[src/cpu_config.svh]
// ====================
// Core configuration
// Widths, reset PC, link register and bubble word
// ====================
`ifndef CPU_CONFIG_SVH
`define CPU_CONFIG_SVH

`define XLEN        32          // Data and instruction width
`define REG_ADDR_W  5           // Register index width
`define NUM_REGS    32
`define SHAMT_W     5           // Shift amount field
`define IMM_W       17          // Signed immediate field
`define TARGET_W    27          // Jump target field

`define RESET_PC    32'd0
`define LINK_REG    31          // Written by jal
`define NOP_INSTR   32'h0000_0000   // Bubble, decodes as add r0

`endif

[src/cpu_pkg.sv]
// ====================
// Core types
// Opcodes, ALU ops and the pipeline register layouts
// ====================
`include "cpu_config.svh"

package cpu_pkg;

    typedef enum logic [4:0] {
        OP_RTYPE = 5'd0,
        OP_J     = 5'd1,
        OP_BNE   = 5'd2,
        OP_JAL   = 5'd3,
        OP_JR    = 5'd4,
        OP_ADDI  = 5'd5,
        OP_BLT   = 5'd6,
        OP_SW    = 5'd7,
        OP_LW    = 5'd8
    } opcode_e;

    typedef enum logic [4:0] {
        ALU_ADD = 5'd0,
        ALU_SUB = 5'd1,
        ALU_AND = 5'd2,
        ALU_OR  = 5'd3,
        ALU_SLL = 5'd4,
        ALU_SRA = 5'd5
    } alu_op_e;

    typedef struct packed {
        logic                   reg_we;     // Never set for r0
        logic [`REG_ADDR_W-1:0] rd;         // Destination
        logic [`REG_ADDR_W-1:0] src_a;      // Zero when unused
        logic [`REG_ADDR_W-1:0] src_b;
        alu_op_e                alu_op;
        logic                   use_imm;
        logic                   mem_we;
        logic                   mem_re;
        logic                   jump;       // j or jal
        logic                   link;       // jal
        logic                   jr;
        logic                   bne;
        logic                   blt;
    } ctrl_t;

    typedef struct packed {
        logic              valid;
        logic [`XLEN-1:0]  pc_plus1;
        logic [`XLEN-1:0]  instr;
    } fd_t;

    typedef struct packed {
        logic              valid;
        logic [`XLEN-1:0]  pc_plus1;
        logic [`XLEN-1:0]  instr;
        logic [`XLEN-1:0]  a;
        logic [`XLEN-1:0]  b;
        ctrl_t             ctrl;
    } dx_t;

    typedef struct packed {
        logic                   valid;
        logic [`XLEN-1:0]       result;
        logic [`XLEN-1:0]       store_data;
        logic [`REG_ADDR_W-1:0] store_src;
        ctrl_t                  ctrl;
    } xm_t;

    typedef struct packed {
        logic              valid;
        logic [`XLEN-1:0]  result;
        logic [`XLEN-1:0]  load_data;
        ctrl_t             ctrl;
    } mw_t;

    // Register write port, doubles as a forwarding source
    typedef struct packed {
        logic                   en;
        logic [`REG_ADDR_W-1:0] idx;
        logic [`XLEN-1:0]       data;
    } wb_t;

    typedef struct packed {
        logic [`XLEN-1:0]  addr;
        logic [`XLEN-1:0]  wdata;
        logic              wren;
    } dmem_req_t;

endpackage

[src/mem_wb_stage.sv]
// ====================
// Memory and writeback stages
// Data memory request, M/W register, writeback select
// ====================
`timescale 1ns/1ns
`include "cpu_config.svh"

module mem_wb_stage import cpu_pkg::*; (
    input  logic              clock,
    input  logic              arst_n,
    input  xm_t               xm,
    input  logic [`XLEN-1:0]  q_dmem,
    output dmem_req_t         dmem_req,
    output wb_t               m_fwd,
    output wb_t               wb
);

    mw_t mw;

    assign dmem_req.addr  = xm.result;
    assign dmem_req.wdata = (wb.en && wb.idx == xm.store_src) ? wb.data : xm.store_data;
    assign dmem_req.wren  = xm.ctrl.mem_we;     // Bubbles carry cleared controls

    // A load in this stage already has its data from the combinational read
    assign m_fwd.en   = xm.valid && xm.ctrl.reg_we;
    assign m_fwd.idx  = xm.ctrl.rd;
    assign m_fwd.data = xm.ctrl.mem_re ? q_dmem : xm.result;

    always_ff @(posedge clock or negedge arst_n) begin
        if (!arst_n) begin
            mw <= '0;
        end else begin
            mw.valid     <= xm.valid;
            mw.result    <= xm.result;
            mw.load_data <= q_dmem;
            mw.ctrl      <= xm.ctrl;
        end
    end

    assign wb.en   = mw.valid && mw.ctrl.reg_we;
    assign wb.idx  = mw.ctrl.rd;
    assign wb.data = mw.ctrl.mem_re ? mw.load_data : mw.result;

    a_wren_valid: assert property (@(posedge clock) disable iff (!arst_n)
        dmem_req.wren |-> xm.valid);

endmodule

[config.mk]
export PLATFORM = sky130hd
export DESIGN_NAME = mem_wb_stage
export DESIGN_NICKNAME = d
export VERILOG_FILES = /design/src/cpu_pkg.sv /design/src/mem_wb_stage.sv
export VERILOG_INCLUDE_DIRS = /design/src
export SDC_FILE = /design/constraint.sdc
export NUM_CORES = 1
export LEC_CHECK = 0
export ABC_CLOCK_PERIOD_IN_PS = 4300
export BUFFER_PORTS_ARGS = -buffer_cell sky130_fd_sc_hd__buf_4
export CAP_MARGIN = 25
export CORE_AREA = 2 2 106 108
export DETAILED_ROUTE_END_ITERATION = 10
export DIE_AREA = 0 0 108 110
export PLACE_DENSITY = 0.75
export SYNTH_ARGS = -nofsm -noshare
export SYNTH_HDL_FRONTEND = slang
export SYNTH_SLANG_ARGS = --single-unit
[constraint.sdc]
create_clock -name clock -period 4.3 [get_ports clock]
set_clock_uncertainty 0.05 [all_clocks]
set_input_delay 0.215 -clock clock [delete_from_list [all_inputs] [get_ports clock]]
set_output_delay 0.215 -clock clock [all_outputs]
set_load 0.02 [all_outputs]
# Word level (Yosys, flattened, before mapping)
# Cells that the tools add are included.
# classes
muxes	3
n_reduce_logical	3
eq_ne	1
# ops
op	count
2-to-1 mux 32 bit	3
== test 5 bit	1
logical AND 1 bit	3
# totals
wordCells	13
ff_bits	72
output_inout_bits	141
in_bits	133

# Logic depth before layout (Yosys ltp)
# depth
depth_word	3
ltp_mapped	5
depth_no_buf	4

# Least setup slack after synthesis
# No wires, ideal clock.
# synth_path
path_kind	flip-flop to output port
startpoint	register mw[5] in the netlist's numbering
endpoint	output dmem_req[4] in the netlist's numbering
slack_ps	2571
stages_incl_launch_ff	5
required_ps	4035
path_buffers	2
arrival_time_ps	1464
path_cell_list	dfrtp_1 -> clkbuf_1 -> buf_2 -> mux2_1 -> mux2_4
# synth_rtl
item	line_no	rtl
start, declared	mem_wb_stage.sv:18	mw_t mw;
end, declared	mem_wb_stage.sv:13	output dmem_req_t dmem_req,

==> run summary <==
In this run the clock root is driven by a clkbuf_8. The clock period minus worst slack came out at 2610 ps. Sorting the synthesized cells by area gives the leading types as dfrtp_1, mux2_2, mux2_4, buf_4, mux2_1. The wire length of the first global-routing pass is 15.1 mm.

After floorplanning, the core was sized to cover 10700 sq um. 0 antenna diodes ended up in the layout. In the final routed layout, each cell accounts on average for 15.4 microns. The worst-case IR drop observed on VDD is 0.000174 V. After synthesis, the share of flip-flops with an asynchronous set or reset is 100%. The static leakage came out at 3.03 nW. The ratio of routed vias to standard cells came out at 4.33. The sink count of the clock tree came out at 72. Along the worst hold path, the cell count comes to 1. Sorting the synthesized cells by how often they occur yields dfrtp_1, mux2_2, buf_4, mux2_4. Entering global routing, the biggest net connects 73 pins. The detailed router finished its first iteration with 86 violations. The worst hold margin is 224 ps. The number of max-slew violations in the final report is 0. The kind of capture point of the worst setup path is an output port. The total length of routed wires is 10.1 mm. For this run, design rule violations remaining after detail routing come to 0. The mean area per synthesized cell is 14.9 sq um. In this run the remaining antenna-violating nets after routing total 0. The area taken by flip-flops and latches came out at 1800 sq um. The number of standard-cell rows in the floorplan is 38. The total overflow left after global routing is 0. The areal power density over the cells came out at 294 nW/um^2. dfrtp_1 takes more of the synthesized area than any other cell.

The congestion estimate from routability-driven global placement came to 0.748. The number of detailed-route iterations in the first pass is 4. Summed over its instances, the top area cell type makes up 51.8% of the synthesized netlist area.

The worst hold path startpoint is xm[5]. The share of the cycle needed by the critical path after routing came out at 60.8%. The required time reported for the critical path endpoint is 4030 ps. The number of primary I/O pins is 274.

The min-delay analysis places its worst path in the category in2reg. The endpoint of the worst hold-timing path is mw[5]. The flow ran to the end, and the final reports show no timing, DRC or antenna violations. The number of filler cells placed in the layout is 837. The final worst slack is 1690 ps. The post-synthesis sequential area ratio came out at 51.8%. The longest clock path from root to sink contains 2 buffers. The starting density of the core is 32.5%. The final-stage net count came out at 645. The slew at the pin with the worst max-slew slack is 876 ps. The final sum of negative setup slack is 0 ps.

The dominant synthesized flop cell is dfrtp_1. The total nets after synthesis came out at 366. Derived from the worst setup path, the maximum achievable clock frequency is 383 MHz. The initial antenna violation count was 0.

The via count of the first global-routing pass is 3140. The synthesized area came out at 3480 sq um. The highest net fanout along the worst path is 32. The count of hold-fix buffers inserted at cts is 72.

The count of input and output buffers is 250. After synthesis the netlist holds a flip-flop and latch count of 72. The via count is 2844.

The number of setup violations in the final report is 0. STA classifies the critical path startpoint as a register. In this run, placement finished with an instance count of 569. The area of the die came out at 11900 sq um. The horizontal die dimension came out at 108 microns.

The most frequent cell after synthesis is dfrtp_1. The critical path class is reg2out. The normalized max-slew margin is 41.6%.

The reported max-cap violation count came out at 0. The worst path arrival time is 2350 ps. The post-CTS setup buffer count came out at 0. Measured along the y axis, the die boundary spans 110 microns. The count of yosys warnings during synthesis is 0. The total routing usage reported by global routing came out at 16.6%. The number of clock buffers inserted by TritonCTS came out at 9. Setup repair after global routing left no endpoint under its margin. The number of failing hold endpoints at the final stage is 0. TritonCTS built the clock tree. The layout overhead on the synthesized area came out at 74.3%.

The count of different cell masters after synthesis is 15. The number of cells produced by synthesis came out at 233. Once the clock tree was built, the resizer swapped 0 gates to a different size. The count of placed standard cells in the final layout, fillers left out is 657. The worst setup timing slack at the placement stage is 2050 ps. The multi-input combinational cells in the finished layout cover a total of 1280 sq um.

The H-tree generated during clock tree synthesis spans 3 levels. Once detailed placement completed, the half-perimeter wirelength came to 6.63 mm. After clock tree synthesis, the clock-pin slew on the worst setup and hold paths is 80 ps. In the final layout, the share of cells above drive strength 1 is 69.2%. Yosys mapped a number of flops with a built-in enable equal to 0.
layer usage:
layer | vias to the layer above | part of all wire, % | GRT usage, %
li1 | 1321 | - | -
met1 | 1361 | 38 | 18.3
met2 | 153 | 53 | 30.8
met3 | 9 | 7.5 | 4.53
met4 | 0 | 1.3 | 5.68
met5 | - | 0 | 0
metrics by stage:
step | cell area (sq um) | utilization (%) | total power (W)
2_1_floorplan | 3480 | - | 0.000981
3_3_place_gp | 5140 | 48.0 | 0.00119
3_5_place_dp | 5140 | 48.0 | 0.00120
4_1_cts | 6070 | 56.7 | 0.00181
5_1_grt | 6070 | 56.7 | 0.00188
6_report | 6070 | 56.7 | 0.00178
how the worst max path moves through the flow:
stage / cells after the start / from / to
finish: 5 / wb[32] / dmem_req[23]
global route: 5 / wb[32] / dmem_req[13]
CTS: 5 / wb[36] / dmem_req[24]
detailed placement: 5 / wb[36] / dmem_req[24]
global placement: 5 / wb[36] / dmem_req[24]
floorplan: 4 / mw[5] / dmem_req[4]
area by class of cell:
cell class,count,share of cell area [%]
clock inverters,5,0.908
clock buffers,11,2.50
flip-flops and latches,72,29.7
repair buffers,322,42.8
multi-input cells,105,21.0
well taps,140,2.89
inverters,2,0.124
sequential cells by signal, indices dropped and copies added (netlist names):
| register | cells |
|---|---|
| mw | 67 |
| wb | 5 |
worst max-delay path: stages, from the launching register on:
cell	delay (ps)
dfrtp_1	400
xnor2_1	170
o2111ai_1	130
nand3b_4	620
mux2_4	510
buf_4	160
logic make-up (layout without fill, tap and decap cells):
family | Yosys count | count (layout) | share of synthesized area, %
multiplexers | 96 | 96 | 34.3
flip-flops | 72 | 72 | 51.8
buffers and inverters | 56 | 340 | 11.5
AO/OA/AOI/OAI | 3 | 3 | 0.683
XOR/XNOR | 3 | 3 | 0.755
AND/OR/NAND/NOR | 3 | 3 | 0.935
placed cells by master (no fill, tap or decap):
| cell | count |
|---|---|
| buf_4 | 250 |
| dlygate4sd3_1 | 72 |
| dfrtp_1 | 71 |
| mux2_2 | 60 |
| mux2_4 | 30 |
| clkbuf_8 | 11 |
| mux2_1 | 6 |
| xnor2_1 | 3 |
| inv_1 | 2 |
| and2_1 | 2 |
| clkinv_2 | 2 |
| clkinvlp_4 | 2 |
| o2111ai_1 | 1 |
| a22oi_1 | 1 |
| o21a_1 | 1 |
| nand3b_4 | 1 |
| bufinv_16 | 1 |
| dfrtp_2 | 1 |
power breakdown:
group          internal [W]  switching [W]
registers          0.000711      0.0000155
clock network      0.000298       0.000248
logic              0.000278       0.000235
No activity file was read; power rests on OpenSTA's default activity.
