===== src/cpu_config.svh =====
// ====================
// Core configuration
// Widths, reset PC, link register and bubble word
// ====================
`ifndef CPU_CONFIG_SVH
`define CPU_CONFIG_SVH

`define XLEN        32          // Data and instruction width
`define REG_ADDR_W  5           // Register index width
`define NUM_REGS    32
`define SHAMT_W     5           // Shift amount field
`define IMM_W       17          // Signed immediate field
`define TARGET_W    27          // Jump target field

`define RESET_PC    32'd0
`define LINK_REG    31          // Written by jal
`define NOP_INSTR   32'h0000_0000   // Bubble, decodes as add r0

`endif


===== src/cpu_pkg.sv =====
// ====================
// Core types
// Opcodes, ALU ops and the pipeline register layouts
// ====================
`include "cpu_config.svh"

package cpu_pkg;

    typedef enum logic [4:0] {
        OP_RTYPE = 5'd0,
        OP_J     = 5'd1,
        OP_BNE   = 5'd2,
        OP_JAL   = 5'd3,
        OP_JR    = 5'd4,
        OP_ADDI  = 5'd5,
        OP_BLT   = 5'd6,
        OP_SW    = 5'd7,
        OP_LW    = 5'd8
    } opcode_e;

    typedef enum logic [4:0] {
        ALU_ADD = 5'd0,
        ALU_SUB = 5'd1,
        ALU_AND = 5'd2,
        ALU_OR  = 5'd3,
        ALU_SLL = 5'd4,
        ALU_SRA = 5'd5
    } alu_op_e;

    typedef struct packed {
        logic                   reg_we;     // Never set for r0
        logic [`REG_ADDR_W-1:0] rd;         // Destination
        logic [`REG_ADDR_W-1:0] src_a;      // Zero when unused
        logic [`REG_ADDR_W-1:0] src_b;
        alu_op_e                alu_op;
        logic                   use_imm;
        logic                   mem_we;
        logic                   mem_re;
        logic                   jump;       // j or jal
        logic                   link;       // jal
        logic                   jr;
        logic                   bne;
        logic                   blt;
    } ctrl_t;

    typedef struct packed {
        logic              valid;
        logic [`XLEN-1:0]  pc_plus1;
        logic [`XLEN-1:0]  instr;
    } fd_t;

    typedef struct packed {
        logic              valid;
        logic [`XLEN-1:0]  pc_plus1;
        logic [`XLEN-1:0]  instr;
        logic [`XLEN-1:0]  a;
        logic [`XLEN-1:0]  b;
        ctrl_t             ctrl;
    } dx_t;

    typedef struct packed {
        logic                   valid;
        logic [`XLEN-1:0]       result;
        logic [`XLEN-1:0]       store_data;
        logic [`REG_ADDR_W-1:0] store_src;
        ctrl_t                  ctrl;
    } xm_t;

    typedef struct packed {
        logic              valid;
        logic [`XLEN-1:0]  result;
        logic [`XLEN-1:0]  load_data;
        ctrl_t             ctrl;
    } mw_t;

    // Register write port, doubles as a forwarding source
    typedef struct packed {
        logic                   en;
        logic [`REG_ADDR_W-1:0] idx;
        logic [`XLEN-1:0]       data;
    } wb_t;

    typedef struct packed {
        logic [`XLEN-1:0]  addr;
        logic [`XLEN-1:0]  wdata;
        logic              wren;
    } dmem_req_t;

endpackage


===== src/fetch_stage.sv =====
// ====================
// Fetch stage
// PC, next-PC select and the F/D register
// ====================
`timescale 1ns/1ns
`include "cpu_config.svh"

module fetch_stage import cpu_pkg::*; (
    input  logic              clock,
    input  logic              arst_n,
    input  logic              stall,
    input  logic              branch_redirect,
    input  logic [`XLEN-1:0]  branch_target,
    input  logic              jr_redirect,
    input  logic [`XLEN-1:0]  jr_target,
    input  logic [`XLEN-1:0]  q_imem,
    output logic [`XLEN-1:0]  address_imem,
    output fd_t               fd
);

    logic [`XLEN-1:0] pc;
    logic [`XLEN-1:0] pc_plus1;
    logic [`XLEN-1:0] jump_target;
    ctrl_t            f_ctrl;

    instr_decoder f_dec_i (.instr(q_imem), .ctrl(f_ctrl));  // Only jump is used here

    assign pc_plus1     = pc + 1'b1;
    assign jump_target  = {{(`XLEN-`TARGET_W){1'b0}}, q_imem[`TARGET_W-1:0]};
    assign address_imem = pc;

    always_ff @(posedge clock or negedge arst_n) begin
        if (!arst_n) begin
            pc <= `RESET_PC;
            fd <= '0;
        end else begin
            if (jr_redirect)          pc <= jr_target;
            else if (branch_redirect) pc <= branch_target;
            else if (stall)           pc <= pc;
            else if (f_ctrl.jump)     pc <= jump_target;   // j/jal, no bubble
            else                      pc <= pc_plus1;

            if (jr_redirect || branch_redirect) begin
                fd <= '{valid: 1'b0, pc_plus1: '0, instr: `NOP_INSTR};
            end else if (!stall) begin
                fd <= '{valid: 1'b1, pc_plus1: pc_plus1, instr: q_imem};
            end
        end
    end

endmodule


===== src/instr_decoder.sv =====
// ====================
// Instruction decoder
// Opcode to register indices and control flags
// ====================
`timescale 1ns/1ns
`include "cpu_config.svh"

module instr_decoder import cpu_pkg::*; (
    input  logic [`XLEN-1:0] instr,
    output ctrl_t            ctrl
);

    logic [`REG_ADDR_W-1:0] f_rd;
    logic [`REG_ADDR_W-1:0] f_rs;
    logic [`REG_ADDR_W-1:0] f_rt;
    logic                   we;

    assign f_rd = instr[26:22];
    assign f_rs = instr[21:17];
    assign f_rt = instr[16:12];

    always_comb begin
        ctrl        = '0;
        ctrl.alu_op = ALU_ADD;
        we          = 1'b0;
        case (opcode_e'(instr[31:27]))
            OP_RTYPE: begin
                we          = 1'b1;
                ctrl.rd     = f_rd;
                ctrl.src_a  = f_rs;
                ctrl.src_b  = f_rt;
                ctrl.alu_op = alu_op_e'(instr[6:2]);
            end
            OP_ADDI, OP_LW: begin
                we           = 1'b1;
                ctrl.rd      = f_rd;
                ctrl.src_a   = f_rs;
                ctrl.use_imm = 1'b1;
                ctrl.mem_re  = (instr[31:27] == OP_LW);
            end
            OP_SW: begin
                ctrl.src_a   = f_rs;
                ctrl.src_b   = f_rd;      // Store data comes from rd
                ctrl.use_imm = 1'b1;
                ctrl.mem_we  = 1'b1;
            end
            OP_BNE, OP_BLT: begin
                ctrl.src_a = f_rs;
                ctrl.src_b = f_rd;
                ctrl.bne   = (instr[31:27] == OP_BNE);
                ctrl.blt   = (instr[31:27] == OP_BLT);
            end
            OP_J:   ctrl.jump = 1'b1;
            OP_JAL: begin
                we        = 1'b1;
                ctrl.rd   = `REG_ADDR_W'(`LINK_REG);
                ctrl.jump = 1'b1;
                ctrl.link = 1'b1;
            end
            OP_JR: begin
                ctrl.src_b = f_rd;        // Target register travels on port B
                ctrl.jr    = 1'b1;
            end
            default: ;
        endcase
        ctrl.reg_we = we && (ctrl.rd != '0);    // r0 stays zero
    end

endmodule


===== config.mk =====
export PLATFORM = sky130hd
export DESIGN_NAME = fetch_stage
export DESIGN_NICKNAME = d
export VERILOG_FILES = /design/src/cpu_pkg.sv /design/src/fetch_stage.sv /design/src/instr_decoder.sv
export VERILOG_INCLUDE_DIRS = /design/src
export SDC_FILE = /design/constraint.sdc
export NUM_CORES = 1
export LEC_CHECK = 0
export BUFFER_PORTS_ARGS = -buffer_cell sky130_fd_sc_hd__buf_4
export CAP_MARGIN = 20
export CORE_ASPECT_RATIO = 1.1
export CORE_MARGIN = 1.5
export CORE_UTILIZATION = 50
export DETAILED_ROUTE_END_ITERATION = 8
export GPL_ROUTABILITY_DRIVEN = 0
export GPL_TIMING_DRIVEN = 0
export PLACE_DENSITY = 0.8
export SKIP_LAST_GASP = 1
export SLEW_MARGIN = 20
export SYNTH_ARGS = -nofsm -noshare
export SYNTH_HDL_FRONTEND = slang
export SYNTH_SLANG_ARGS = --single-unit

===== constraint.sdc =====
create_clock -name clock -period 2.71 [get_ports clock]
set_input_delay 0.4065 -clock clock [delete_from_list [all_inputs] [get_ports clock]]
set_output_delay 0.4065 -clock clock [all_outputs]
set_load 0.01 [all_outputs]

Word level (Yosys, flattened, before mapping)
Index checks and enable logic that the tools add are counted.

Add/sub/neg operators: 1. $mul: 0. Divide/modulo/power cells: 0. Order comparisons: 0. Equal/unequal tests: 4. Shifts and indexed selects: 0. Multiplexer cells: 7. Bitwise gates (word level): 0. Reduce and logical (&&, ||, !) cells: 2.

Operators with widths (count): $mux W65 (2); $mux W32 (4); $add A32 B1 Y32 const B (1); $eq A5 B1 Y1 const B (1); $eq A5 B2 Y1 const B (1); $ne A3 B1 Y1 const B (1); $ne A2 B1 Y1 const B (1); $reduce_or A2 Y1 (1); $logic_or A1 B1 Y1 (1); $mux W1 (1).

Register bits: 97. Latch bits: 0. Bits in writable memories: 0. Bits in read-only memories: 0. Input port bits: 101. Output and inout port bits: 97. Word-level logic and storage cells: 18. Memories: 0.

Logic depth before layout (Yosys ltp)
Depth after elaboration: 7. Depth in mapped cells: 7. Mapped depth without buffers: 6.

Cells and area by module
From an unflattened synthesis, not the netlist that was laid out.

Cell total of the unflattened synthesis: 670. Area, all modules: 5871.9 um2.

By module, submodules not included: fetch_stage (instances 1, cells each 606, area an instance 5472.7 um2, sequential area each 2427.3 um2); instr_decoder (instances 1, cells each 64, area an instance 399.1 um2, sequential area each 0.0 um2).

Worst setup path before layout
Ideal clock, no wire load.

Path kind: reg2reg. Start: register pc[0] (netlist: address_imem[0]). End: register pc[20] (netlist: address_imem[20]). Setup time: 0.122 ns. Arrival time: 1.913 ns. Required time: 2.588 ns. Slack: 0.676 ns. Cell stages (with the launch flop): 8. Path buffers: 1. Clock period less this slack: 2.034 ns. Cells stage by stage: dfrtp_1 > ha_1 > nand3_1 > nor4_2 > buf_4 > nand3_1 > a31o_2 > a32o_1.

Cells in the longest elaborated chain, start to end: 5.

RTL lines: start, declared (line fetch_stage.sv:21) `` logic [`XLEN-1:0] pc; ``; start signal, assigned (line fetch_stage.sv:34) `` pc <= `RESET_PC; ``; start signal, assigned (line fetch_stage.sv:37) `if (jr_redirect) pc <= jr_target;`; start signal, assigned (line fetch_stage.sv:38) `else if (branch_redirect) pc <= branch_target;`; $add A32 B1 Y32 (line fetch_stage.sv:28) `assign pc_plus1 = pc + 1'b1;`; $mux W32 (line fetch_stage.sv:40) `else if (f_ctrl.jump) pc <= jump_target;`; $mux W32 (line fetch_stage.sv:39) `else if (stall) pc <= pc;`; $mux W32 (line fetch_stage.sv:38); $mux W32 (line fetch_stage.sv:37).

Every way passes these cells. The select of a mux whose other input is x is not followed. A chain may end at the register's enable or synchronous reset.

Final worst setup path
Ends and elaborated chain as after synthesis.

==> reports/results.txt <==
Status: finished clean
Io pins: 198
Die width: 103 um
Routed WL: 20500 um
RR Endpoint: address_imem[20]
CP max stage cell: dfrtp_1
Synth Cell Area: 5500 um2
Syn_area_per_cell: 8.87 um2
CTS tree: built
Global Route Usage Sum: 35.4%
R2r startpoint: address_imem[0]
Cell mode on critical path: nand3_1
PortBufs: 196
Antenna diodes: 0
Clock Skew: 0.0101 ns
Total power: 4.10 mW
Vias post-DR: 5955
WP data required: 2.96 ns
Post-CTS setup buffers: 0
Reg2reg setup slack: 0.24 ns
Critical Path Max Stage Delay: 0.49 ns
Row cnt: 39
Area delta synth->final: 36.4%
Max Cap Violations: 0
Vias per cell: 6.11
Post-layout util: 71.2%
Root Buffer: clkbuf_16
Remaining antenna violation count: 0
Crit-path cells: ha_1 -> nand3_1 -> nor4_2 -> buf_4 -> nand3_1 -> a31o_2 -> a32o_1
Later-pin clock latency in the skew report: 0.36 ns
Vias in the first global route: 5816
Post-synth cell types: 67
Setup Total Neg Slack: 0 ns
Largest net degree at the start of global routing: 98
# resized after CTS: 0
Endpoint class of the critical path: register
Pwr dens: 546 nW/um2
Die height: 113 um
Sequential share of the synthesized area: 44.1%
DPL Wire Length: 15200 um
Synthesis Warnings: 0
Minimum clock period: 2.47 ns
Post-Layout Cell Count: 975
CTS clk-pin slew, worst paths: 0.07 ns
Layout cells sized above 1: 29.7%
Final Instance Area: 7500 um2
Main synth FF type: dfrtp_1
Synthesis-stage register bit count: 97
Routed length per instance: 21.0 um
Final setup violation count: 0
Initial DRT Pass Iterations: 7
Async S/R FF share, synth: 100%
Mapped Nets: 722
Crit-path max FO: 10
Fin worst setup slack: 0.240 ns
Cells after Synth: 620
Post-synth top area share: 44.1%
Post-synth EDFFs: 0
Setup CP Type: register to register
Initial antenna violation count: 0
Hold Vio Cnt, Final: 0
Storage element area: 2430 um2
Sink Count: 97
# DRC: 0
Fmax: 405 MHz
Depth of the CTS H-tree: 3
CP Data Arrival Time: 2.72 ns
Part of the cycle the worst path needs: 91.2%
First-pass GRT wire length: 30900 um
Worst slew margin: 35.7%
Num CTS Buffers: 9
CTS Hold Buffers Added: 0
HP Class: input pin to asynchronous set/reset pin
Post-place setup slack: 0.190 ns
Layout fillers: 865
Leak pwr: 3.60 nW
CTS max path bufs: 2
Worst-margin pin slew: 0.957 ns
DR iter-0 viols: 651
Register-to-Register Path Depth: 7
Total core area: 10500 um2
Synth area leaders: dfrtp_1 (44%), mux2i_1 (6.6%), nor2_1 (5.5%)
Initial core utilization: 52.2%
Total grt overflow: 0
Critical Path Start Type: register
Post-Place Cells: 959
Final Max Tran Viols: 0
Nets@finish: 929
Placement-stage cell area: 7150 um2
Unrepaired setup endpoints after global routing: false
Fin Hold WS: 0.132 ns
Multi-input gate area: 2830 um2
Max VDD drop: 0.000295 V
Die area: 11600 um2
Cell taking the most area after synthesis: dfrtp_1
-- routing by layer --
metal	global-route usage (%)	wire length [um]	up-vias
met5	0	0	-
met4	15.8	782	0
met3	9.08	2170	73
met2	57.1	9820	441
met1	44.7	7700	2785
li1	-	-	2656
-- logic make-up (layout without fill, tap and decap cells) --
kind of cell             after synthesis  after routing  share of synthesized area (%)
multiplexers                          36             36                           6.55
XOR/XNOR                              25             25                           3.98
AND/OR/NAND/NOR                      216            216                           19.4
flip-flops                            97             97                           44.1
buffers and inverters                 58            270                           4.37
AO/OA/AOI/OAI                        187            187                           21.4
adder cells (fa/ha/maj)                1              1                          0.227
-- power breakdown --
part           leakage (nW)  total, mW  switching [mW]  internal (mW)
logic                  2.17      0.895           0.489          0.406
registers              1.26       1.67           0.127           1.54
clock network         0.171       1.53           0.617          0.915
-- cells in the mapped netlist (all sizes together) (2+ instances only) --
cell / number
a32oi: 2
a22oi: 4
o21ai: 51
inv: 11
xnor2: 11
nand2: 53
nand2b: 8
a221oi: 3
or2: 5
o22ai: 6
and4: 2
clkbuf: 28
and3: 7
a41oi: 2
a21oi: 54
o221a: 4
nand4: 8
o21a: 4
a31o: 2
o22a: 2
xor2: 14
nor3: 13
nor2: 81
or3: 6
o211ai: 2
nor2b: 3
o31ai: 8
mux2i: 36
nand3: 17
nor4b: 3
a21boi: 2
a21o: 6
o31a: 3
buf: 19
nor4: 5
dfrtp: 97
a211oi: 7
o221ai: 2
a31oi: 12
-- registers in the layout (all words and copies together), names as in the netlist --
| signal | cells |
|---|---|
| address_imem | 32 |
| fd | 65 |
-- how the worst max path moves through the flow --
stage	startpoint	endpoint	cells past startpoint
6_report	address_imem[0]	address_imem[20]	7
5_1_grt	address_imem[0]	address_imem[20]	7
4_1_cts	address_imem[0]	address_imem[20]	7
3_5_place_dp	q_imem[31]	address_imem[22]	8
3_3_place_gp	jr_redirect	address_imem[15]	7
2_1_floorplan	address_imem[0]	address_imem[20]	7
-- worst max-delay path, delay by kind of cell, from the launching register on --
| family | cells | cell delay [ns] |
|---|---|---|
| DFF | 1 | 0.49 |
| AOI/OAI and AO/OA | 2 | 0.48 |
| buffers and inverters | 1 | 0.24 |
| and+or+nand+nor | 3 | 0.85 |
| adders and majority gates | 1 | 0.30 |
-- cell type report --
class	count	share of cell area, %
multi-input cells	465	37.7
flip-flops and latches	97	32.3
repair buffers	196	19.7
clock buffers	9	3.00
plain buffers	47	2.65
well taps	143	2.38
clock inverters	7	1.67
inverters	11	0.550
-- layout by cell type (no fill, tap or decap), types with 11 or more instances in the layout --
master    count
a21oi_1      53
a31oi_1      12
buf_4       198
clkbuf_1     28
dfrtp_1      97
inv_1        11
mux2i_1      36
nand2_1      52
nand3_1      17
nor2_1       81
nor3_1       12
o21ai_0      50
xnor2_1      11
xor2_1       14
(Power assumes the default switching activity.)
