[src/cpu_config.svh]
// ====================
// Core configuration
// Widths, reset PC, link register and bubble word
// ====================
`ifndef CPU_CONFIG_SVH
`define CPU_CONFIG_SVH

`define XLEN        32          // Data and instruction width
`define REG_ADDR_W  5           // Register index width
`define NUM_REGS    32
`define SHAMT_W     5           // Shift amount field
`define IMM_W       17          // Signed immediate field
`define TARGET_W    27          // Jump target field

`define RESET_PC    32'd0
`define LINK_REG    31          // Written by jal
`define NOP_INSTR   32'h0000_0000   // Bubble, decodes as add r0

`endif

[src/cpu_pkg.sv]
// ====================
// Core types
// Opcodes, ALU ops and the pipeline register layouts
// ====================
`include "cpu_config.svh"

package cpu_pkg;

    typedef enum logic [4:0] {
        OP_RTYPE = 5'd0,
        OP_J     = 5'd1,
        OP_BNE   = 5'd2,
        OP_JAL   = 5'd3,
        OP_JR    = 5'd4,
        OP_ADDI  = 5'd5,
        OP_BLT   = 5'd6,
        OP_SW    = 5'd7,
        OP_LW    = 5'd8
    } opcode_e;

    typedef enum logic [4:0] {
        ALU_ADD = 5'd0,
        ALU_SUB = 5'd1,
        ALU_AND = 5'd2,
        ALU_OR  = 5'd3,
        ALU_SLL = 5'd4,
        ALU_SRA = 5'd5
    } alu_op_e;

    typedef struct packed {
        logic                   reg_we;     // Never set for r0
        logic [`REG_ADDR_W-1:0] rd;         // Destination
        logic [`REG_ADDR_W-1:0] src_a;      // Zero when unused
        logic [`REG_ADDR_W-1:0] src_b;
        alu_op_e                alu_op;
        logic                   use_imm;
        logic                   mem_we;
        logic                   mem_re;
        logic                   jump;       // j or jal
        logic                   link;       // jal
        logic                   jr;
        logic                   bne;
        logic                   blt;
    } ctrl_t;

    typedef struct packed {
        logic              valid;
        logic [`XLEN-1:0]  pc_plus1;
        logic [`XLEN-1:0]  instr;
    } fd_t;

    typedef struct packed {
        logic              valid;
        logic [`XLEN-1:0]  pc_plus1;
        logic [`XLEN-1:0]  instr;
        logic [`XLEN-1:0]  a;
        logic [`XLEN-1:0]  b;
        ctrl_t             ctrl;
    } dx_t;

    typedef struct packed {
        logic                   valid;
        logic [`XLEN-1:0]       result;
        logic [`XLEN-1:0]       store_data;
        logic [`REG_ADDR_W-1:0] store_src;
        ctrl_t                  ctrl;
    } xm_t;

    typedef struct packed {
        logic              valid;
        logic [`XLEN-1:0]  result;
        logic [`XLEN-1:0]  load_data;
        ctrl_t             ctrl;
    } mw_t;

    // Register write port, doubles as a forwarding source
    typedef struct packed {
        logic                   en;
        logic [`REG_ADDR_W-1:0] idx;
        logic [`XLEN-1:0]       data;
    } wb_t;

    typedef struct packed {
        logic [`XLEN-1:0]  addr;
        logic [`XLEN-1:0]  wdata;
        logic              wren;
    } dmem_req_t;

endpackage

[src/decode_stage.sv]
// ====================
// Decode stage
// Register read, load-use stall, jr and the D/X register
// ====================
`timescale 1ns/1ns
`include "cpu_config.svh"

module decode_stage import cpu_pkg::*; (
    input  logic                   clock,
    input  logic                   arst_n,
    input  fd_t                    fd,
    output logic [`REG_ADDR_W-1:0] ra_a,
    output logic [`REG_ADDR_W-1:0] ra_b,
    input  logic [`XLEN-1:0]       rd_a,
    input  logic [`XLEN-1:0]       rd_b,
    input  wb_t                    x_fwd,
    input  wb_t                    m_fwd,
    input  wb_t                    w_fwd,
    input  logic                   branch_redirect,
    output logic                   stall,
    output logic                   jr_redirect,
    output logic [`XLEN-1:0]       jr_target,
    output dx_t                    dx
);

    ctrl_t d_ctrl;
    logic  load_hit;

    instr_decoder d_dec_i (.instr(fd.instr), .ctrl(d_ctrl));

    assign ra_a = d_ctrl.src_a;
    assign ra_b = d_ctrl.src_b;

    // Load now in execute, its data is not ready for this instruction yet
    assign load_hit = dx.valid && dx.ctrl.mem_re && dx.ctrl.reg_we &&
                      (dx.ctrl.rd == d_ctrl.src_a || dx.ctrl.rd == d_ctrl.src_b);
    assign stall    = load_hit;     // An empty slot holds the bubble word, which reads only r0

    // jr target, newest producer wins
    always_comb begin
        if (x_fwd.en && x_fwd.idx == d_ctrl.src_b)      jr_target = x_fwd.data;
        else if (m_fwd.en && m_fwd.idx == d_ctrl.src_b) jr_target = m_fwd.data;
        else if (w_fwd.en && w_fwd.idx == d_ctrl.src_b) jr_target = w_fwd.data;
        else                                            jr_target = rd_b;
    end

    assign jr_redirect = d_ctrl.jr && !stall && !branch_redirect;

    always_ff @(posedge clock or negedge arst_n) begin
        if (!arst_n) begin
            dx <= '0;
        end else if (stall || branch_redirect || !fd.valid) begin
            dx       <= '0;           // Bubble
            dx.instr <= `NOP_INSTR;
        end else begin
            dx.valid    <= 1'b1;
            dx.pc_plus1 <= fd.pc_plus1;
            dx.instr    <= fd.instr;
            dx.a        <= rd_a;
            dx.b        <= rd_b;
            dx.ctrl     <= d_ctrl;
        end
    end

    a_ctl_needs_fd: assert property (@(posedge clock) disable iff (!arst_n)
        (stall || jr_redirect) |-> fd.valid);

endmodule

[src/instr_decoder.sv]
// ====================
// Instruction decoder
// Opcode to register indices and control flags
// ====================
`timescale 1ns/1ns
`include "cpu_config.svh"

module instr_decoder import cpu_pkg::*; (
    input  logic [`XLEN-1:0] instr,
    output ctrl_t            ctrl
);

    logic [`REG_ADDR_W-1:0] f_rd;
    logic [`REG_ADDR_W-1:0] f_rs;
    logic [`REG_ADDR_W-1:0] f_rt;
    logic                   we;

    assign f_rd = instr[26:22];
    assign f_rs = instr[21:17];
    assign f_rt = instr[16:12];

    always_comb begin
        ctrl        = '0;
        ctrl.alu_op = ALU_ADD;
        we          = 1'b0;
        case (opcode_e'(instr[31:27]))
            OP_RTYPE: begin
                we          = 1'b1;
                ctrl.rd     = f_rd;
                ctrl.src_a  = f_rs;
                ctrl.src_b  = f_rt;
                ctrl.alu_op = alu_op_e'(instr[6:2]);
            end
            OP_ADDI, OP_LW: begin
                we           = 1'b1;
                ctrl.rd      = f_rd;
                ctrl.src_a   = f_rs;
                ctrl.use_imm = 1'b1;
                ctrl.mem_re  = (instr[31:27] == OP_LW);
            end
            OP_SW: begin
                ctrl.src_a   = f_rs;
                ctrl.src_b   = f_rd;      // Store data comes from rd
                ctrl.use_imm = 1'b1;
                ctrl.mem_we  = 1'b1;
            end
            OP_BNE, OP_BLT: begin
                ctrl.src_a = f_rs;
                ctrl.src_b = f_rd;
                ctrl.bne   = (instr[31:27] == OP_BNE);
                ctrl.blt   = (instr[31:27] == OP_BLT);
            end
            OP_J:   ctrl.jump = 1'b1;
            OP_JAL: begin
                we        = 1'b1;
                ctrl.rd   = `REG_ADDR_W'(`LINK_REG);
                ctrl.jump = 1'b1;
                ctrl.link = 1'b1;
            end
            OP_JR: begin
                ctrl.src_b = f_rd;        // Target register travels on port B
                ctrl.jr    = 1'b1;
            end
            default: ;
        endcase
        ctrl.reg_we = we && (ctrl.rd != '0);    // r0 stays zero
    end

endmodule

[config.mk]
export PLATFORM = sky130hd
export DESIGN_NAME = decode_stage
export DESIGN_NICKNAME = d
export VERILOG_FILES = /design/src/cpu_pkg.sv /design/src/decode_stage.sv /design/src/instr_decoder.sv
export VERILOG_INCLUDE_DIRS = /design/src
export SDC_FILE = /design/constraint.sdc
export NUM_CORES = 1
export LEC_CHECK = 0
export BUFFER_PORTS_ARGS = -buffer_cell sky130_fd_sc_hd__buf_2
export CORE_AREA = 2 2 176 178
export CTS_BUF_LIST = sky130_fd_sc_hd__clkbuf_4
export DETAILED_ROUTE_END_ITERATION = 6
export DIE_AREA = 0 0 178 180
export PLACE_DENSITY_LB_ADDON = 0.25
export SLEW_MARGIN = 30
export SYNTH_ARGS = -nofsm -noshare
export SYNTH_HDL_FRONTEND = slang
export SYNTH_HIERARCHICAL = 1
export SYNTH_SLANG_ARGS = --single-unit
[constraint.sdc]
create_clock -name clock -period 2.5 [get_ports clock]
set_input_delay 0.25 -clock clock [delete_from_list [all_inputs] [get_ports clock]]
set_output_delay 0.25 -clock clock [all_outputs]
set_load 0.005 [all_outputs]
# ---- Yosys cells after proc, flatten, opt, wreduce, memory -nomap -nowiden
# Cells that the tools add are included.
dict set report op_classes {
  n_eq_ne 13
  mux 16
  reduce_logical 25
}
# op count
set ops {}
lappend ops {{two-way mux 158 bit} 1}
lappend ops {{two-way mux 32 bit} 3}
lappend ops {{equality test 5 bit} 5}
lappend ops {{equality test 5 x 3 -> 1 bit (second input constant)} 4}
lappend ops {{case mux 5 bit (2 select lines)} 2}
lappend ops {{equality test 5 x 2 -> 1 bit (second input constant)} 2}
lappend ops {{two-way mux 5 bit} 2}
lappend ops {{logical AND 1 bit} 9}
lappend ops {{OR reduction 4 bit} 2}
lappend ops {{two-way mux 1 bit} 7}
lappend ops {{OR reduction 2 bit} 3}
lappend ops {{OR reduction 3 bit} 2}
lappend ops {{OR reduction 6 bit} 1}
lappend ops {{equality test 5 x 1 -> 1 bit (second input constant)} 1}
lappend ops {{equality test 5 x 4 -> 1 bit (second input constant)} 1}
lappend ops {{logical NOT 5 bit} 1}
lappend ops {{nonzero test 5 bit} 1}
lappend ops {{logical NOT 1 bit} 3}
lappend ops {{logical OR 1 bit} 3}
lappend ops {{two-way mux 2 bit} 1}
dict set report word_totals {
  word_cells 72
  inputBits 246
  register_bits 158
  out_inout_bits 202
}

# ---- Longest topological paths before layout
dict set report logic_depth {
  ltp_word 9
  mapped_depth 12
  mapped_depth_nobuf 9
}

# ---- Hierarchy
# The synthesis kept the hierarchy.
# mod seq_area_each_um2 area_per_inst_um2 cells_per_inst n_inst
set by_module_without_submodules {}
lappend by_module_without_submodules {decode_stage 3953.8 6428.7 538 1}
lappend by_module_without_submodules {instr_decoder 0.0 406.6 59 1}

# ---- Least setup slack after synthesis
# Ideal clock, no wire load.
dict set report synth_timing {
  path_type {input-to-output}
  from {input fd[28] in the netlist's numbering}
  to {output jr_target[10]}
  n_path_buf 3
  required_time_ns 2.250
  path_slack_ns -0.358
  t_arrival_ns 2.608
  cell_stages 11
  path_cell_list {nor2_1 > nor4b_4 > a22o_1 > buf_2 > xor2_1 > nor4_1 > and3_1 > buf_2 > nor2b_1 > clkbuf_1 > a222oi_1}
}
dict set report synth_via {
  elab_chain_cells 8
  word_cells_on_any_way 16
  cone_classes {eq/ne: 7; mux: 4; reduce/logical: 5}
}
# element line
set synth_lines {}
lappend synth_lines {{start: declaration} decode_stage.sv:11} ;# input fd_t fd,
lappend synth_lines {{equality test 5 x 3 -> 1 bit or equality test 5 x 2 -> 1 bit (tied branches)} instr_decoder.sv:26} ;# case (opcode_e'(instr[31:27]))
lappend synth_lines {{OR reduction 4 bit (no line)} n/a}
lappend synth_lines {{case mux 5 bit (2 select lines) *} instr_decoder.sv:26}
lappend synth_lines {{via ra_b[1]} decode_stage.sv:13} ;# output logic [`REG_ADDR_W-1:0] ra_b,
lappend synth_lines {{equality test 5 bit} decode_stage.sv:43} ;# else if (w_fwd.en && w_fwd.idx == d_ctrl.src_b) jr_target = w_fwd.data;
lappend synth_lines {{logical AND 1 bit} decode_stage.sv:43}
lappend synth_lines {{two-way mux 32 bit} decode_stage.sv:43}
lappend synth_lines {{two-way mux 32 bit} decode_stage.sv:42} ;# else if (m_fwd.en && m_fwd.idx == d_ctrl.src_b) jr_target = m_fwd.data;
lappend synth_lines {{two-way mux 32 bit *} decode_stage.sv:41} ;# if (x_fwd.en && x_fwd.idx == d_ctrl.src_b) jr_target = x_fwd.data;
lappend synth_lines {{end: declaration} decode_stage.sv:22} ;# output logic [`XLEN-1:0] jr_target,
# Mark *: on every way through the listed nets, which the timed path passes. The rest lies on a longest branch.

# ---- Final worst setup path
dict set report layout_timing {
  from {input fd[27] in the netlist's numbering}
  to {output jr_target[24]}
}
dict set report layout_via {
  elab_chain_cells 8
  word_cells_on_any_way 16
  cone_classes {eq/ne: 7; mux: 4; reduce/logical: 5}
}
# element line
set layout_lines {}
lappend layout_lines {{equality test 5 x 3 -> 1 bit or equality test 5 x 2 -> 1 bit (tied branches)} instr_decoder.sv:26}
lappend layout_lines {{OR reduction 4 bit (no line)} n/a}
lappend layout_lines {{case mux 5 bit (2 select lines) *} instr_decoder.sv:26}
lappend layout_lines {{equality test 5 bit} decode_stage.sv:43}
lappend layout_lines {{logical AND 1 bit} decode_stage.sv:43}
lappend layout_lines {{two-way mux 32 bit} decode_stage.sv:43}
lappend layout_lines {{two-way mux 32 bit} decode_stage.sv:42}
lappend layout_lines {{two-way mux 32 bit *} decode_stage.sv:41}
# Every way passes the cells marked *; elsewhere a longest branch is shown, timed or not.

==> impl_metrics.csv <==
group,metric,value,unit
status,status,"complete, but fails checks",
status,violations,"negative setup slack",
critical_path,cp-end-kind,"output port",
critical_path,reg2reg_depth,8,
layout,area_growth,71.79,%
clocking,htree_num_levels,4,
synth,ys_seq_area_share,57.84,%
sta,worst_slack,-0.4735,ns
global_route,track_usage,17.19,%
power,p_per_area,450.9,nW/um^2
sta,hold_violations,0,
critical_path,critPathKind,"in2out",
place,post-dp-hpwl,20.49,mm
route,route.detailed.drc,0,
route,detail-route-antenna-nets,0,
global_route,grt_max_degree,78,
route,drt_pass1_iterations,5,
run,maxCapViolCount,0,
place,dp_cells,1432,
floorplan,die_h,180,microns
layout,registers.top_by_ff_count,"dx",
critical_path,cp_max_fo,16,
route,wl,28.95,mm
sta,timing.setup.tns,-14.04,ns
clocking,cts_tree,"built",
route,vias_per_cell,4.373,
global_route,grt_pass1_vias,6971,
power,irDropWorstVdd,0.2596,mV
hold_path,hold_path.class,"in2reg",
sta,rsz0062_at_grt,"true",
clocking,cts.clk_slew.worst_paths,0.15,ns
sta,finalWorstPathRequiredPeriod,2.974,ns
sta,max-slew-margin-rel,63.57,%
sta,fmax,0.3363,GHz
global_route,globalRouteOverflowTotal,0,
global_route,grt_antenna_before_repair,3,
synth,synth_warnings,6,
floorplan,initial_utilization,22.64,%
floorplan,rows,64,
power,p_leak,6.901,nW
sta,tightest_slew,0.5465,ns
floorplan,die_width,178,microns
place,gp_congestion,0.8807,
clocking,clock-sinks,158,
sta,finalCritPeriodShare,118.9,%
sta,fin_skew,0.03859,ns
route,wl_per_cell,17.98,microns
floorplan,fp.dieArea,32040,sq um
layout,largest_registers,"dx: 158 flops",
critical_path,ff2ff_setup_slack,0.59,ns
layout,fin_cells,1610,
critical_path,cp-start-kind,"input pin",
clocking,cts-buffers-inserted,17,
floorplan,io_pins,448,
synth,yosysUniqueCellTypes,39,
global_route,use_met1,21.27,%
synth,ys_seq_elements,158,
floorplan,core_area,30190,sq um
synth,netlist_area,6835,sq um
layout,largest_reg_flops,158,
synth,synth_area_per_cell,11.45,sq um
clocking,clockRootBuffer,"clkbuf_4",
global_route,gr-usage-met3,4.949,%
clocking,clock_latency,0.56,ns
sta,hold-worst-slack,0.08840,ns
route,vias,7040,
layout,nets,1442,
clocking,cts_max_path_buffers,2,
global_route,grt_pass1_wl,41.75,mm
sta,slew_viol_final,0,
sta,finalSetupViolCount,32,
hold_path,whs_path_depth,3,
synth,synthCells,597,
layout,drive_gt1_share,47.81,%
place,portBuffers,447,
global_route,grtUsageMet2,28.56,%
critical_path,crit_arrival,2.72,ns
layout,nFillCells,3008,
global_route,busiest_layer,"met2",
synth,synthesis.nets,843,
route,initialDrtViolationCount,540,
critical_path,cp.required,2.25,ns
## cell type report
cell class / instances / area, sq um / share of cell area (%)
repair buffers: 635 / 4210 / 35.86
flip-flops and latches: 158 / 3954 / 33.67
well taps: 396 / 495.5 / 4.220
inverters: 66 / 250.2 / 2.131
clock inverters: 15 / 166.4 / 1.417
multi-input cells: 318 / 2526 / 21.51
clock buffers: 17 / 127.6 / 1.087
diodes: 5 / 12.51 / 0.1066
## cells by family (layout without fill, tap and decap cells)
group	count (synthesis)	count (layout)	share of synthesized area, %
and+or+nand+nor	207	208	19.11
DFF	158	158	57.84
buffers and inverters	122	733	7.871
AOI/OAI and AO/OA	52	52	7.029
muxes	32	32	4.686
xor gates and xnor gates	25	25	3.313
adders and majority gates	1	1	0.1464
other	0	5	0
## critical path: stages
cell	delay (ns)
buf_8	0.09
inv_4	0.03
maj3_2	0.30
nor3b_4	0.18
a22o_4	0.26
buf_4	0.14
xor2_1	0.16
nor4_2	0.32
nand3_2	0.18
buf_6	0.15
nor2_4	0.19
buf_12	0.20
a222oi_1	0.10
buf_2	0.17
## repair_timing
action / in CTS / in global routing
setup endpoints to repair: 34 / 34
gates resized for setup: 28 / 17
buffers inserted: 9 / 5
hold buffers: 124 / 0
pin swaps: 11 / 14
cloned: 4 / 2
hold endpoints to repair: 178 / 0
## cells in the final DEF (no fill, tap or decap), types with 3 or more instances in the layout
| master | Yosys | routed |
|---|---|---|
| buf_12 | 3 | 9 |
| xnor2_1 | 13 | 10 |
| clkinv_8 | 0 | 4 |
| a22o_4 | 0 | 4 |
| buf_2 | 7 | 442 |
| buf_8 | 0 | 3 |
| buf_6 | 3 | 7 |
| mux2i_1 | 32 | 31 |
| and3_1 | 159 | 157 |
| a21oi_1 | 6 | 6 |
| nor4_1 | 6 | 3 |
| buf_4 | 0 | 46 |
| xor2_1 | 11 | 9 |
| nor4_2 | 0 | 3 |
| dlygate4sd3_1 | 0 | 124 |
| nand2_1 | 5 | 5 |
| a31oi_1 | 3 | 3 |
| inv_1 | 65 | 65 |
| xnor2_2 | 0 | 3 |
| clkbuf_4 | 0 | 17 |
| nor2_1 | 6 | 4 |
| buf_16 | 0 | 3 |
| and2_1 | 13 | 11 |
| xor2_2 | 1 | 3 |
| inv_8 | 0 | 4 |
| inv_6 | 0 | 4 |
| a222oi_1 | 32 | 32 |
| dfrtp_1 | 158 | 158 |
| diode_2 | 0 | 5 |
## stage by stage
step / power (mW) / setup WS [ns] / utilization (%) / instance area [sq um]
final: 5.295 / -0.4735 / 38.90 / 11740
after global routing: 5.593 / -0.6282 / 38.88 / 11740
after CTS: 5.371 / -0.4606 / 38.36 / 11580
after detailed placement: 3.555 / -0.6626 / 32.47 / 9802
after global placement: 3.551 / -0.5471 / 32.47 / 9802
after floorplan: 3.014 / -0.1121 / - / 6925
## power breakdown
part	internal [mW]	total, mW	switching, mW
clock network	0.465	1.59	1.12
logic	0.567	1.04	0.476
registers	2.64	2.66	0.0240
total	3.67	5.30	1.62
## synthesized netlist by cell type, drive strengths merged
master	count	area (sq um)
a21oi	6	30.03
a221oi	2	30.03
a222oi	32	320.3
a22o	5	43.79
a31oi	3	18.77
a41oi	1	16.27
and2	13	81.33
and3	160	1002
and4	1	8.760
and4bb	2	28.78
buf	13	128.9
clkbuf	43	161.4
dfrtp	158	3954
inv	66	247.7
maj3	1	10.01
mux2i	32	320.3
nand2	5	18.77
nand2b	1	6.260
nand3	3	15.01
nor2	6	22.52
nor2b	3	18.77
nor3	2	10.01
nor3b	1	7.510
nor4	6	37.54
nor4b	1	23.77
nor4bb	1	10.01
o211a	1	10.01
o21ai	1	5.000
o22ai	1	6.260
or2b	1	7.510
or4	1	7.510
xnor2	13	113.9
xor2	12	112.6
## path summary, 6_finish.rpt
kind / from / end
max: fd[27] / jr_target[24]
min reg2reg: dx[157]$_DFF_PN0_ / dx[157]$_DFF_PN0_
max reg2reg: dx[23]$_DFF_PN0_ / dx[10]$_DFF_PN0_
min in group asynchronous: arst_n / dx[29]$_DFF_PN0_
min: fd[28] / dx[121]$_DFF_PN0_
max in group asynchronous: arst_n / dx[114]$_DFF_PN0_
## routing by layer
layer | share of wire, % | up-vias | wire (microns)
met4 | 2.2 | 0 | 641
met3 | 9.1 | 41 | 2642
met2 | 47 | 350 | 13630
met5 | 0 | - | 0
met1 | 42 | 3353 | 12030
li1 | - | 3296 | -
No activity file was read; power rests on OpenSTA's default activity.
